===== src/logic/lb_pkg.sv =====
`default_nettype none

package lb_pkg;

  // Local bus geometry
  localparam int LB_ADDR_W = 8;
  localparam int LB_DATA_W = 32;

  // One register request as seen by the arbiter
  typedef struct packed {
    logic                 wr;
    logic [LB_ADDR_W-1:0] addr;
    logic [LB_DATA_W-1:0] data;
  } lb_req_t;

  // Register map of the I2C master

  // Slave address sits in bits 7:1
  localparam logic [LB_ADDR_W-1:0] I2C_ADDR_REG    = 8'h00;

  // SCL bit period minus one, in clock cycles
  localparam logic [LB_ADDR_W-1:0] I2C_CLK_DIV_REG = 8'h01;

  // Start, stop, init, read and byte count
  localparam logic [LB_ADDR_W-1:0] I2C_CONFIG_REG  = 8'h02;

  // Bit 1 nack, bit 0 busy
  localparam logic [LB_ADDR_W-1:0] I2C_STATUS_REG  = 8'h03;

  // Current FSM state code
  localparam logic [LB_ADDR_W-1:0] I2C_FSM_REG     = 8'h04;

  // First byte of the data cache
  localparam logic [LB_ADDR_W-1:0] I2C_DATA_BASE   = 8'h10;

endpackage

`default_nettype wire


===== src/logic/lb_arbiter.sv =====
`timescale 1ns/1ns
`default_nettype none

module lb_arbiter #(
  parameter type payload_t = logic
) (
  input  logic                         clk,
  input  logic                         rst_n,
  input  logic [1:0]                   valid_i,
  input  payload_t                     req0_i,
  input  payload_t                     req1_i,
  output logic [1:0]                   ready_o,
  output payload_t                     gnt_req_o,
  output logic                         gnt_valid_o,
  input  logic                         rsp_done_i,
  input  logic [lb_pkg::LB_DATA_W-1:0] rsp_data_i,
  output logic [1:0]                   rsp_valid_o,
  output logic [lb_pkg::LB_DATA_W-1:0] rsp_data_o
);

  logic prio_q;
  logic pending_q;
  logic owner_q;
  logic sel;
  logic accept;

  // Priority host wins if it is valid, otherwise the other one
  assign sel = valid_i[prio_q] ? prio_q : ~prio_q;

  // An idle host may see ready, a valid host only when selected
  assign ready_o[0] = ~pending_q & (~valid_i[0] | (sel == 1'b0));
  assign ready_o[1] = ~pending_q & (~valid_i[1] | (sel == 1'b1));

  assign accept = |(valid_i & ready_o);

  always_ff @(posedge clk or negedge rst_n)
  begin
    if (!rst_n)
    begin
      prio_q      <= 1'b0;
      pending_q   <= 1'b0;
      owner_q     <= 1'b0;
      gnt_valid_o <= 1'b0;
    end
    else
    begin
      gnt_valid_o <= accept;
      if (accept)
      begin
        pending_q <= 1'b1;
        owner_q   <= sel;
        // Other host goes first next time
        prio_q    <= ~sel;
      end
      else if (rsp_done_i)
      begin
        pending_q <= 1'b0;
      end
    end
  end

  always_ff @(posedge clk)
  begin
    if (accept)
    begin
      gnt_req_o <= sel ? req1_i : req0_i;
    end
  end

  // Response goes back to whoever owns the pending request
  assign rsp_valid_o = {2{rsp_done_i & pending_q}} & {owner_q, ~owner_q};
  assign rsp_data_o  = rsp_done_i ? rsp_data_i : '0;

endmodule

`default_nettype wire


===== config.mk =====
export PLATFORM = sky130hd
export DESIGN_NAME = lb_arbiter
export DESIGN_NICKNAME = d
export VERILOG_FILES = /design/src/logic/lb_pkg.sv /design/src/logic/lb_arbiter.sv
export SDC_FILE = /design/constraint.sdc
export NUM_CORES = 1
export LEC_CHECK = 0
export BUFFER_PORTS_ARGS = -buffer_cell sky130_fd_sc_hd__buf_2
export CAP_MARGIN = 20
export CORE_UTILIZATION = 28
export DETAILED_ROUTE_END_ITERATION = 10
export PLACE_DENSITY = 0.83
export SLEW_MARGIN = 20
export SYNTH_ARGS = -nofsm -noshare
export SYNTH_HDL_FRONTEND = slang
export SYNTH_SLANG_ARGS = --single-unit

===== constraint.sdc =====
create_clock -name clk -period 2.14 [get_ports clk]
set_input_delay 0.535 -clock clk [delete_from_list [all_inputs] [get_ports clk]]
set_output_delay 0.535 -clock clk [all_outputs]
set_load 0.05 [all_outputs]

==> flow_summary_export.csv <==
group,metric,value,unit
worst_setup_path,critPathBufInv,2,
layout,antenna_cells,0,
timing,rsz0062_at_grt,"no",
clock_tree,cts.path.max_buffers,2,
placement,dpl.cell_count,147,
clock_tree,h-tree-depth,1,
timing,layout_min_cycle_time,1870,ps
layout,area_growth,91.6,%
run_status,status,"finished clean",
synth,yosysTopAreaCellShare,0.447,
die,die-area,0.00176,mm^2
pwr,power_frac_seq,0.244,
timing,finalSetupViolations,0,
route,wl_per_cell,10.4,um
route,final_antenna_net_count,0,
worst_setup_path,crit_top_cell,"buf_2",
pwr,power,0.000552,W
layout,final_cells,151,
worst_setup_path,cpLargestDelayFamily,"buffers and inverters",
synth,ys_ff_latch,5,
worst_setup_path,critical_path_arrival,1340,ps
pwr,ir_drop,0.301,mV
die,ioPinCount,77,
global_route,grt_first_pass_wirelength,2360,um
min_path,hp-class,"in2async",
timing,finalSetupTns,0,ps
timing,fin_skew,3.61,ps
flow_run,max_cap_violations,0,
placement,place_hpwl,1340,um
layout,multi_input_area,290,um^2
global_route,antenna_found_initial,0,
synth,syn_inst,59,
layout,ff_latch_area,130,um^2
die,num_rows,14,
clock_tree,cts_hold_buf,0,
clock_tree,post_cts_resized,0,
route,drt-vias-per-instance,4.31,
synth,synth_fp_nets,98,
worst_setup_path,end_kind,"output pin",
route,wirelength,1570,um
synth,synth-seq-area-share,0.291,
layout,layout_commonest_cell,"buf_2",
die,die_h,42.0,um
worst_setup_path,r2r-start,"prio_q",
timing,slew_violations,0,
clock_tree,cts.sinks,5,
layout,fill_cells,142,
pwr,total_leakage_power,0.542,nW
placement,place_congestion,0.853,
die,die-width,42.0,um
worst_setup_path,slowest_stage,"buf_2",
pwr,intPower,0.000278,W
worst_setup_path,worstPathCellList,"buf_2 -> nand2_1 -> nor2_1 -> buf_2",
global_route,grt_max_degree,35,
timing,max_clock_freq,0.534,GHz
timing,worst-slew-pin-transition,367,ps
pwr,clock_power_share,0.194,
synth,synthTopCellsByArea,"and2_1 (45%), dfrtp_1 (22%), edfxtp_1 (6.7%), nor2_1 (3.4%), a31oi_1 (2.8%)",
layout,design_area,858,um^2
synth,synth.distinct_cells,16,
clock_tree,cts_buffers,3,
clock_tree,clockRootBuffer,"clkbuf_4",
worst_setup_path,critPathRequiredTime,1600,ps
pwr,p_switching,0.000274,W
clock_tree,cts_tree,"done",
clock_tree,post_cts_buffers,0,
clock_tree,insertion_delay,240,ps
synth,ys.warnings.count,0,
timing,max-slew-margin-rel,0.755,
worst_setup_path,critPathMaxFanout,34,
worst_setup_path,slowest_delay,320,ps
worst_setup_path,path_class,"in2out",
synth,syn_area_per_cell,7.59,um^2
worst_setup_path,crit_path_start_kind,"input pin",
route,drc_errors,0,
worst_setup_path,crit_path_start,"rsp_done_i",
global_route,grt.overflow.total,0,
die,start_util,0.297,
route,routed-via-count,651,
layout,final_cell_mix,"buf_2 (76), and2_1 (32), nor2_1 (4), dfrtp_1 (4), clkbuf_4 (3)",
global_route,grt_use_total,0.185,
timing,hold_violations,0,
global_route,first_global_vias,582,
route,firstDrtPassIters,1,
placement,io_buffer_count,76,
die,core,0.00151,mm^2
timing,period_share,0.874,
layout,fin_nets,175,
pwr,swShare,0.497,
route,drtIter0Drc,0,
synth,syn_area,448,um^2
synth,yosys.area.top_type,"and2_1",
placement,placed_cell_area,832,um^2
pwr,power.density,643,mW/mm^2
clock_tree,path_clk_slew,40,ps
pwr,comb_power_share,0.562,
layout,drive_above_1_share,0.600,
power by group through the flow:
stage	logic, W	clock network [W]	registers, W
2_1_floorplan	0.000221	0	0.000142
3_3_place_gp	0.000307	0	0.000134
3_5_place_dp	0.000312	0	0.000136
4_1_cts	0.000312	0.000113	0.000134
5_1_grt	0.000330	0.000120	0.000137
6_report	0.000310	0.000107	0.000135
state kept, by name, summed over array words and instances, names as in the netlist:
| signal | flops |
|---|---|
| owner_q | 1 |
| prio_q | 1 |
| pending_q | 1 |
| gnt_valid_o | 1 |
| gnt_req_o | 1 |
synthesized netlist by cell type:
library cell,instances
and3_1,1
a21oi_1,2
a21boi_0,1
mux2_1,1
nor2_1,4
inv_1,2
mux2i_1,1
clkbuf_1,3
o22a_2,1
clkbuf_2,1
dfrtp_1,4
a31oi_1,2
nand2_1,2
edfxtp_1,1
inv_2,1
and2_1,32
metrics by stage:
stage	util	hold WS (ps)	setup WS, ps
floorplan	-	239	193
CTS	0.570	79.1	253
detailed placement	0.552	341	248
global placement	0.552	341	296
finish	0.570	87.7	269
global route	0.570	83.3	135
path summary, 6_finish.rpt:
| check | end | slack [ps] | depth (start not counted) |
|---|---|---|---|
| setup reg to reg | gnt_req_o | 850 | 3 |
| max in group asynchronous | owner_q | 1930 | 1 |
| min in group clk | prio_q | 570 | 1 |
| hold / removal | gnt_valid_o | 90 | 1 |
| setup / recovery | rsp_valid_o[0] | 270 | 4 |
| hold reg to reg | prio_q | 570 | 1 |
area by class of cell:
type | count | area share
Sequential cell | 5 | 0.152
Inverter | 3 | 0.0131
Tap cell | 16 | 0.0233
Timing Repair Buffer | 76 | 0.443
Clock buffer | 4 | 0.0306
Multi-Input combinational cell | 47 | 0.338
layer usage:
layer	up-vias	wire length, um	track usage
li1	337	-	-
met1	284	539	0.155
met2	28	922	0.372
met3	2	98	0.0690
met4	0	8	0.0774
met5	-	0	0
cell families after synthesis:
family	share of synthesized area
and+or+nand+nor	0.511
buffers and inverters	0.0614
AOI/OAI and AO/OA	0.0894
DFF	0.291
muxes	0.0475
Power figures use the tool's default switching activity.
