[src/logic/lb_pkg.sv]
`default_nettype none

package lb_pkg;

  // Local bus geometry
  localparam int LB_ADDR_W = 8;
  localparam int LB_DATA_W = 32;

  // One register request as seen by the arbiter
  typedef struct packed {
    logic                 wr;
    logic [LB_ADDR_W-1:0] addr;
    logic [LB_DATA_W-1:0] data;
  } lb_req_t;

  // Register map of the I2C master

  // Slave address sits in bits 7:1
  localparam logic [LB_ADDR_W-1:0] I2C_ADDR_REG    = 8'h00;

  // SCL bit period minus one, in clock cycles
  localparam logic [LB_ADDR_W-1:0] I2C_CLK_DIV_REG = 8'h01;

  // Start, stop, init, read and byte count
  localparam logic [LB_ADDR_W-1:0] I2C_CONFIG_REG  = 8'h02;

  // Bit 1 nack, bit 0 busy
  localparam logic [LB_ADDR_W-1:0] I2C_STATUS_REG  = 8'h03;

  // Current FSM state code
  localparam logic [LB_ADDR_W-1:0] I2C_FSM_REG     = 8'h04;

  // First byte of the data cache
  localparam logic [LB_ADDR_W-1:0] I2C_DATA_BASE   = 8'h10;

endpackage

`default_nettype wire

[src/logic/i2c_pkg.sv]
`default_nettype none

package i2c_pkg;

  // Transaction FSM states
  typedef enum logic [2:0] {
    IDLE  = 3'd0,
    START = 3'd1,
    ADDR  = 3'd2,
    ACK   = 3'd3,
    DATA  = 3'd4,
    STOP  = 3'd5
  } i2c_state_e;

  // SDA levels during the acknowledge bit
  localparam logic ACK_VAL  = 1'b0;
  localparam logic NACK_VAL = 1'b1;

  // Bit positions in the configuration word
  localparam int unsigned CFG_START_BIT  = 0;
  localparam int unsigned CFG_STOP_BIT   = 1;
  localparam int unsigned CFG_INIT_BIT   = 2;
  localparam int unsigned CFG_RD_BIT     = 3;
  localparam int unsigned CFG_NBYTES_LSB = 8;

endpackage

`default_nettype wire

[src/logic/i2c_tick_gen.sv]
`timescale 1ns/1ns
`default_nettype none

module i2c_tick_gen #(
  parameter int CLK_DIV_W = 8
) (
  input  logic                 clk,
  input  logic                 rst_n,
  input  logic                 run_i,
  input  logic [CLK_DIV_W-1:0] div_i,
  output logic                 tick_o,
  output logic                 half_o,
  output logic                 quarter_o
);

  logic [CLK_DIV_W-1:0] cnt_q;
  logic [CLK_DIV_W-1:0] div_half;
  logic [CLK_DIV_W-1:0] div_qtr;
  logic [CLK_DIV_W-1:0] div_3qtr;
  logic                 at_end;

  // Phase points inside one bit period
  assign div_half = div_i >> 1;
  assign div_qtr  = div_i >> 2;
  assign div_3qtr = div_half + div_qtr;

  assign at_end = (cnt_q == div_i);

  always_ff @(posedge clk or negedge rst_n)
  begin
    if (!rst_n)
    begin
      cnt_q <= '0;
    end
    else if (!run_i || at_end)
    begin
      cnt_q <= '0;
    end
    else
    begin
      cnt_q <= cnt_q + 1'b1;
    end
  end

  // Wrap also counts as a half point, half points as quarter points
  assign tick_o    = run_i & at_end;
  assign half_o    = run_i & (at_end | (cnt_q == div_half));
  assign quarter_o = half_o | (run_i & ((cnt_q == div_qtr) | (cnt_q == div_3qtr)));

endmodule

`default_nettype wire

[src/logic/i2c_master.sv]
`timescale 1ns/1ns
`default_nettype none

module i2c_master #(
  parameter int CLK_DIV_W = 8,
  parameter int MAX_BYTES = 4
) (
  input  logic                         clk,
  input  logic                         rst_n,
  input  logic                         lb_wr_en_i,
  input  logic                         lb_rd_en_i,
  input  logic [lb_pkg::LB_ADDR_W-1:0] lb_addr_i,
  input  logic [lb_pkg::LB_DATA_W-1:0] lb_wr_data_i,
  output logic                         lb_wr_valid_o,
  output logic                         lb_rd_valid_o,
  output logic [lb_pkg::LB_DATA_W-1:0] lb_rd_data_o,
  output logic                         scl_o,
  output logic                         sda_oe_o,
  input  logic                         sda_i
);

  localparam int NB_W  = $clog2(MAX_BYTES) + 1;
  localparam int IDX_W = (MAX_BYTES > 1) ? $clog2(MAX_BYTES) : 1;
  localparam logic [NB_W-1:0] NB_MAX = NB_W'(MAX_BYTES);

  logic [6:0]                    cfg_addr_q;
  logic [CLK_DIV_W-1:0]          cfg_div_q;
  logic [NB_W-1:0]               cfg_nbytes_q;
  logic                          cfg_start_q;
  logic                          cfg_stop_q;
  logic                          cfg_rd_q;
  logic                          cfg_init_q;
  logic [7:0]                    cache [MAX_BYTES];
  logic [lb_pkg::LB_ADDR_W-1:0]  cache_off;
  logic                          in_cache;
  logic [NB_W-1:0]               nbytes_wr;
  logic [lb_pkg::LB_DATA_W-1:0]  rd_mux;

  i2c_pkg::i2c_state_e           state_q;
  logic [7:0]                    sh_q;
  logic [2:0]                    bit_cnt_q;
  logic [NB_W-1:0]               byte_idx_q;
  logic                          data_seen_q;
  logic                          nack_q;
  logic                          sda_meta_q;
  logic                          sda_s_q;
  logic                          busy;
  logic                          tick;
  logic                          half;
  logic                          quarter;
  logic                          tx_bit_en;
  logic                          master_acks;
  logic                          mack_lvl;
  logic                          last_byte;
  logic                          nack_smp;
  logic                          rx_smp;

  assign cache_off = lb_addr_i - lb_pkg::I2C_DATA_BASE;
  assign in_cache  = (lb_addr_i >= lb_pkg::I2C_DATA_BASE) && (cache_off < MAX_BYTES);
  assign nbytes_wr = lb_wr_data_i[i2c_pkg::CFG_NBYTES_LSB +: NB_W];
  assign busy      = (state_q != i2c_pkg::IDLE);

  // Register writes, one-cycle response
  always_ff @(posedge clk or negedge rst_n)
  begin
    if (!rst_n)
    begin
      cfg_addr_q    <= '0;
      cfg_div_q     <= '0;
      cfg_nbytes_q  <= '0;
      cfg_start_q   <= 1'b0;
      cfg_stop_q    <= 1'b0;
      cfg_rd_q      <= 1'b0;
      cfg_init_q    <= 1'b0;
      lb_wr_valid_o <= 1'b0;
      lb_rd_valid_o <= 1'b0;
      lb_rd_data_o  <= '0;
    end
    else
    begin
      lb_wr_valid_o <= lb_wr_en_i;
      lb_rd_valid_o <= lb_rd_en_i;
      lb_rd_data_o  <= lb_rd_en_i ? rd_mux : '0;
      // Init only lives for one cycle
      cfg_init_q    <= 1'b0;
      if (lb_wr_en_i)
      begin
        case (lb_addr_i)
          lb_pkg::I2C_ADDR_REG:    cfg_addr_q <= lb_wr_data_i[7:1];
          lb_pkg::I2C_CLK_DIV_REG: cfg_div_q  <= lb_wr_data_i[CLK_DIV_W-1:0];
          lb_pkg::I2C_CONFIG_REG:
          begin
            cfg_start_q  <= lb_wr_data_i[i2c_pkg::CFG_START_BIT];
            cfg_stop_q   <= lb_wr_data_i[i2c_pkg::CFG_STOP_BIT];
            cfg_init_q   <= lb_wr_data_i[i2c_pkg::CFG_INIT_BIT];
            cfg_rd_q     <= lb_wr_data_i[i2c_pkg::CFG_RD_BIT];
            cfg_nbytes_q <= (nbytes_wr > NB_MAX) ? NB_MAX : nbytes_wr;
          end
          default: ;
        endcase
      end
    end
  end

  always_comb
  begin
    rd_mux = '0;
    case (lb_addr_i)
      lb_pkg::I2C_ADDR_REG:    rd_mux[7:0] = {cfg_addr_q, 1'b0};
      lb_pkg::I2C_CLK_DIV_REG: rd_mux[CLK_DIV_W-1:0] = cfg_div_q;
      lb_pkg::I2C_CONFIG_REG:
      begin
        rd_mux[i2c_pkg::CFG_START_BIT]           = cfg_start_q;
        rd_mux[i2c_pkg::CFG_STOP_BIT]            = cfg_stop_q;
        rd_mux[i2c_pkg::CFG_INIT_BIT]            = cfg_init_q;
        rd_mux[i2c_pkg::CFG_RD_BIT]              = cfg_rd_q;
        rd_mux[i2c_pkg::CFG_NBYTES_LSB +: NB_W]  = cfg_nbytes_q;
      end
      lb_pkg::I2C_STATUS_REG:  rd_mux[1:0] = {nack_q, busy};
      lb_pkg::I2C_FSM_REG:     rd_mux[2:0] = state_q;
      default:
      begin
        if (in_cache)
        begin
          rd_mux[7:0] = cache[cache_off[IDX_W-1:0]];
        end
      end
    endcase
  end

  // Host writes win over bytes shifted in from the bus
  always_ff @(posedge clk)
  begin
    if (lb_wr_en_i && in_cache)
    begin
      cache[cache_off[IDX_W-1:0]] <= lb_wr_data_i[7:0];
    end
    else if (rx_smp)
    begin
      cache[byte_idx_q[IDX_W-1:0]] <= {cache[byte_idx_q[IDX_W-1:0]][6:0], sda_s_q};
    end
  end

  // Two-flop synchronizer, idles at the pulled-up level
  always_ff @(posedge clk or negedge rst_n)
  begin
    if (!rst_n)
    begin
      sda_meta_q <= 1'b1;
      sda_s_q    <= 1'b1;
    end
    else
    begin
      sda_meta_q <= sda_i;
      sda_s_q    <= sda_meta_q;
    end
  end

  // Divider must be 4 or more so the quarter points stay apart
  i2c_tick_gen #(
    .CLK_DIV_W (CLK_DIV_W)
  ) i_tick_gen (
    .clk       (clk),
    .rst_n     (rst_n),
    .run_i     (busy),
    .div_i     (cfg_div_q),
    .tick_o    (tick),
    .half_o    (half),
    .quarter_o (quarter)
  );

  assign tx_bit_en   = (state_q == i2c_pkg::ADDR) | ~cfg_rd_q;
  assign master_acks = cfg_rd_q & data_seen_q;
  assign mack_lvl    = (byte_idx_q + 1'b1 < cfg_nbytes_q) ? i2c_pkg::ACK_VAL : i2c_pkg::NACK_VAL;
  assign last_byte   = (byte_idx_q == cfg_nbytes_q);
  // Sample at mid SCL high
  assign nack_smp    = (state_q == i2c_pkg::ACK) & ~master_acks & half & scl_o
                       & (sda_s_q == i2c_pkg::NACK_VAL);
  assign rx_smp      = (state_q == i2c_pkg::DATA) & cfg_rd_q & half & scl_o;

  always_ff @(posedge clk or negedge rst_n)
  begin
    if (!rst_n)
    begin
      state_q     <= i2c_pkg::IDLE;
      sh_q        <= '0;
      bit_cnt_q   <= '0;
      byte_idx_q  <= '0;
      data_seen_q <= 1'b0;
      nack_q      <= 1'b0;
      scl_o       <= 1'b0;
      sda_oe_o    <= 1'b0;
    end
    else
    begin
      if (cfg_init_q)
      begin
        nack_q <= 1'b0;
      end
      else if (nack_smp)
      begin
        nack_q <= 1'b1;
      end

      case (state_q)
        i2c_pkg::IDLE:
        begin
          scl_o       <= 1'b0;
          sda_oe_o    <= 1'b0;
          bit_cnt_q   <= '0;
          byte_idx_q  <= '0;
          data_seen_q <= 1'b0;
          if (cfg_init_q)
          begin
            sh_q <= {cfg_addr_q, cfg_rd_q};
            if (cfg_start_q)
            begin
              // Both lines high ahead of the START
              state_q <= i2c_pkg::START;
              scl_o   <= 1'b1;
            end
            else
            begin
              state_q  <= i2c_pkg::ADDR;
              sda_oe_o <= ~cfg_addr_q[6];
            end
          end
        end

        i2c_pkg::START:
        begin
          if (tick)
          begin
            state_q  <= i2c_pkg::ADDR;
            sda_oe_o <= ~sh_q[7];
          end
          else if (half)
          begin
            sda_oe_o <= 1'b1;
          end
          else if (quarter && sda_oe_o)
          begin
            scl_o <= 1'b0;
          end
        end

        i2c_pkg::ADDR, i2c_pkg::DATA:
        begin
          // SCL rises at the first quarter and falls at the third
          if (quarter && !half)
          begin
            scl_o <= ~scl_o;
          end
          if (tick)
          begin
            if (bit_cnt_q == 3'd7)
            begin
              bit_cnt_q <= '0;
              state_q   <= i2c_pkg::ACK;
              // Master drives ACK only after a read byte
              sda_oe_o  <= (state_q == i2c_pkg::DATA) & cfg_rd_q & ~mack_lvl;
              if (state_q == i2c_pkg::DATA)
              begin
                byte_idx_q <= byte_idx_q + 1'b1;
              end
            end
            else
            begin
              bit_cnt_q <= bit_cnt_q + 1'b1;
              sh_q      <= {sh_q[6:0], 1'b0};
              sda_oe_o  <= tx_bit_en & ~sh_q[6];
            end
          end
        end

        i2c_pkg::ACK:
        begin
          if (quarter && !half)
          begin
            scl_o <= ~scl_o;
          end
          if (tick)
          begin
            if (nack_q || last_byte)
            begin
              state_q  <= cfg_stop_q ? i2c_pkg::STOP : i2c_pkg::IDLE;
              // SDA low under SCL low before the STOP
              sda_oe_o <= cfg_stop_q;
            end
            else
            begin
              state_q     <= i2c_pkg::DATA;
              data_seen_q <= 1'b1;
              sh_q        <= cache[byte_idx_q[IDX_W-1:0]];
              sda_oe_o    <= ~cfg_rd_q & ~cache[byte_idx_q[IDX_W-1:0]][7];
            end
          end
        end

        i2c_pkg::STOP:
        begin
          if (tick)
          begin
            state_q <= i2c_pkg::IDLE;
          end
          else if (half && scl_o)
          begin
            sda_oe_o <= 1'b0;
          end
          else if (quarter && !half)
          begin
            scl_o <= 1'b1;
          end
        end

        default: state_q <= i2c_pkg::IDLE;
      endcase
    end
  end

endmodule

`default_nettype wire

[config.mk]
export PLATFORM = sky130hd
export DESIGN_NAME = i2c_master
export DESIGN_NICKNAME = d
export VERILOG_FILES = /design/src/logic/lb_pkg.sv /design/src/logic/i2c_pkg.sv /design/src/logic/i2c_tick_gen.sv /design/src/logic/i2c_master.sv
export SDC_FILE = /design/constraint.sdc
export NUM_CORES = 1
export LEC_CHECK = 0
export ABC_AREA = 1
export BUFFER_PORTS_ARGS = -buffer_cell sky130_fd_sc_hd__buf_2
export CAP_MARGIN = 25
export CORE_ASPECT_RATIO = 1.25
export CORE_MARGIN = 10
export CORE_UTILIZATION = 50
export CTS_BUF_LIST = sky130_fd_sc_hd__clkbuf_16
export CTS_CLUSTER_DIAMETER = 80
export DETAILED_ROUTE_END_ITERATION = 8
export PLACE_DENSITY_LB_ADDON = 0.3
export SETUP_SLACK_MARGIN = 0.1
export SYNTH_ARGS = -nofsm -noshare
export SYNTH_HDL_FRONTEND = slang
export SYNTH_SLANG_ARGS = --single-unit
[constraint.sdc]
create_clock -name clk -period 2.7 [get_ports clk]
set_input_delay 0.27 -clock clk [delete_from_list [all_inputs] [get_ports clk]]
set_output_delay 0.27 -clock clk [all_outputs]
set_load 0.005 [all_outputs]
==> key figures <==
Worst setup path
  • Max stage delay on crit path: 0.47 ns
  • Crit path kind: flop to flop
  • Critical Path Slowest Stage Cell: dfrtp_1
  • Worst EP required: around 2.8 ns
  • CP bufs+invs: 1
  • Max FO, Critical Path: 8
  • Crit path top cell by count: nand2_1
  • Worst path cell trace: xnor2_2 -> nand2_1 -> nor3_2 -> nand3_1 -> nand2_2 -> nand2_1 -> nor2_1 -> nand3_1 -> nand2_1 -> nand2_1 -> nor2_1 -> buf_4
  • Startpoint types: flop
  • CP Capture Type: flop
  • WP data arrival: ~2.5 ns
  • Cell family with most CP delay: simple AND/OR/NAND/NOR gates

Route
  • First-pass DRT Iterations: 5
  • Drt total wl: about 15000 um
  • Routed length per instance: 16.8 um
  • Vias/cell: 5.64
  • # DRC: 0
  • Total number of vias: 5162
  • DRT iter0 DRCs: 462
  • Antenna Violating Nets Remaining: 0

Yosys
  • Post-Syn Area: 0.00577 mm2
  • Area leader, netlist: dfrtp_1
  • Syn Inst Count: 728
  • Top_reg_cell synth: dfrtp_1
  • YS warnings: 0
  • Async SR Flop Fraction: 0.673
  • Synthesized area per cell: between 7 and 8 um2
  • Post-synth EDFFs: 32
  • Distinct cells, synth: 46
  • Seq/Total Area, Yosys: 0.453
  • Synth top area share: 0.277
  • FF+latch count, synth: 98
  • Synth area leaders: dfrtp_1 (28%), edfxtp_1 (17%), nand2_1 (11%), inv_1 (5.7%), o21ai_0 (4.9%)

STA
  • Final Cycle Share: 0.895
  • Final hold violation count: 0
  • RSZ-0062 raised after global routing: no
  • Worst Tran Pin Value: 0.857 ns
  • Finish-stage setup viols: 0
  • Fmax: about 0.41 GHz
  • Worst Clk Skew: 0.00709 ns
  • Fin crit period: 2.42 ns
  • Max-slew violation total from the final report: 0
  • Setup TNS: 0 ns
  • Max-slew headroom: 0.428

Clocking
  • CTS tree: yes
  • H-tree depth: 3
  • Clk slew on worst S/H paths: 0.07 ns
  • Worst-Skew Late Latency: 0.34 ns
  • CTS Sinks: 98
  • Clock root cell: clkbuf_16
  • Total CTS buffers: 9
  • CTS Buffer Depth: 2

Worst hold path
  • Hold Path Class: primary input to flop

Floorplanning
  • Die Ht: between 100 and 150 um
  • Die ar.: ~0.016 mm2
  • Die X: 116 um
  • IO Count: 81
  • Initial Utilization: 0.516
  • Area of the core: 0.0112 mm2
  • Floorplan row count: 43

Place
  • DP HPWL: 11900 um
  • Area post-placement: 0.00609 mm2
  • RePlAce Congestion: around 0.94
  • PortBufs: 38

Pwr
  • Pwr Density: between 700 and 800 mW/mm2
  • Combinational share of power: 0.347
  • Clk network pwr share: 0.253
  • Switching power: between 0.0015 and 0.002 W
  • Register share of total power: 0.400
  • PnR Total Power: 0.00462 W
  • Switch share: 0.390
  • Internal Pwr Total: around 0.0028 W
  • Lkg Pwr: between 2 and 3 nW
  • Peak VDD IR: 0.424 mV

Final layout
  • Nets: approximately 840
  • Final instance area: roughly 0.0064 mm2
  • Reg area: 0.00262 mm2
  • Layout cell share with drive strength beyond 1: 0.134
  • Commonest non-fill, non-tap cell in the layout: nand2_1
  • Footprint of the multi-input gates: 0.00262 mm2
  • Highest-count cells in the layout ignoring fill and taps: nand2_1 (165), inv_1 (88), nor2_1 (73)
  • Area grow syn2layout: 10.5%
  • Antenna Cells: 0
  • Fillers: 1018

Global route
  • Pin count of the biggest net entering global routing: 67
  • Total GRT Usage: 0.191
  • Vias in the first global route: around 5000
  • First-pass GRT wire length: 24700 um
  • Aggregate global routing overflow: 0
  • Antenna violations before repair: 0

Status
  • Status: finished, final reports clean

Run
  • Max_cap viols: 0
-- kinds of logic (layout without fill, tap and decap cells) --
family                     after synthesis  after routing  share of synthesized area
DFF                                     98             98                      0.453
xor gates and xnor gates                12             12                     0.0182
other                                    1             21                   0.000650
buffers and inverters                  136            169                      0.108
and+or+nand+nor                        329            329                      0.248
AOI/OAI and AO/OA                      137            137                      0.139
adders and majority gates               15             15                     0.0338
-- final timing paths --
check,startpoint,end,slack [ns],cells after the start
setup / recovery,i_tick_gen.cnt_q[6]$_DFF_PN0_,cache[1][2]$_DFFE_PP_,0.28,12
hold / removal,sda_i,sda_meta_q$_DFF_PN1_,0.03,1
setup reg to reg,i_tick_gen.cnt_q[6]$_DFF_PN0_,cache[1][2]$_DFFE_PP_,0.28,12
hold reg to reg,sda_meta_q$_DFF_PN1_,sda_s_q$_DFF_PN1_,0.36,0
max in group asynchronous,rst_n,i_tick_gen.cnt_q[5]$_DFF_PN0_,1.97,2
min in group asynchronous,rst_n,cfg_div_q[6]$_DFFE_PN0P_,0.11,2
-- metrics by stage --
stage	hold WS (ns)	worst slack, ns	util	instances
after global routing	0.0183	0.0827	0.570	916
after floorplan	-0.0256	0.424	-	748
after detailed placement	0.355	0.295	0.544	899
after CTS	0.0249	0.219	0.568	915
final	0.0253	0.285	0.570	916
after global placement	0.347	0.355	0.544	899
-- power by group through the flow --
stage                     Clock [W]  Combinational, W  Sequential (W)
after floorplan                   0           0.00116         0.00182
after detailed placement          0           0.00155         0.00187
final                       0.00117           0.00160         0.00185
after global routing        0.00125           0.00180         0.00187
after global placement            0           0.00152         0.00187
after CTS                   0.00119           0.00156         0.00185
-- registers in the layout (all words and copies together) (netlist names), 3 cells and up --
name              flops
cfg_addr_q            7
bit_cnt_q             3
lb_rd_data_o         11
byte_idx_q            3
cfg_div_q             8
state_q               3
cfg_nbytes_q          3
i_tick_gen.cnt_q      8
cache                32
sh_q                  8
-- worst reg2reg max path, cell delays in order, from the launching register on --
cell and delay, ns:
dfrtp_1 0.47, xnor2_2 0.25, nand2_1 0.10, nor3_2 0.19, nand3_1 0.13, nand2_2 0.15
nand2_1 0.10, nor2_1 0.13, nand3_1 0.11, nand2_1 0.09, nand2_1 0.08, nor2_1 0.11
buf_4 0.20
-- what timing repair did --
action                                  in CTS  in global routing
hold buffers                                 0                  0
gates resized for setup                      0                  7
buffers inserted                             0                  1
endpoints found under the setup margin       0                 25
-- synth_stat cells (2+ instances only) --
master and number:
nand3_1 38, dfrtp_1 64, nor4_1 3, o21ai_2 3, a211oi_1 2, o2111ai_1 2
o21ai_0 57, a221oi_1 5, nor2_1 74, inv_1 87, a22o_1 2, a31oi_1 3
edfxtp_1 32, o211ai_1 2, nor3_2 2, nor2_2 5, nand2_1 165, buf_4 23
buf_2 9, dfstp_2 2, ha_1 14, nand3_2 2, nand3b_1 2, xnor2_1 6
a22oi_1 7, nand2_2 2, clkbuf_1 5, o21ai_1 2, buf_6 2, nor3_1 16
inv_2 9, o22ai_1 14, xor2_1 6, a21oi_1 32, nand4_1 16, o221ai_1 3
-- final cells by class --
class                           count  area share
Sequential cell                    98       0.411
Clock inverter                      7     0.00686
Clock buffer                        9      0.0353
Multi-Input combinational cell    514       0.411
Timing Repair Buffer               56      0.0529
Inverter                           97      0.0571
Tap cell                          135      0.0265
-- layer usage --
metal,vias to the layer above,share of wire,GRT usage
li1,2487,-,-
met1,2403,0.40,0.226
met2,231,0.50,0.330
met3,41,0.067,0.0308
met4,0,0.031,0.0825
met5,-,0,0
Power figures use the tool's default switching activity.
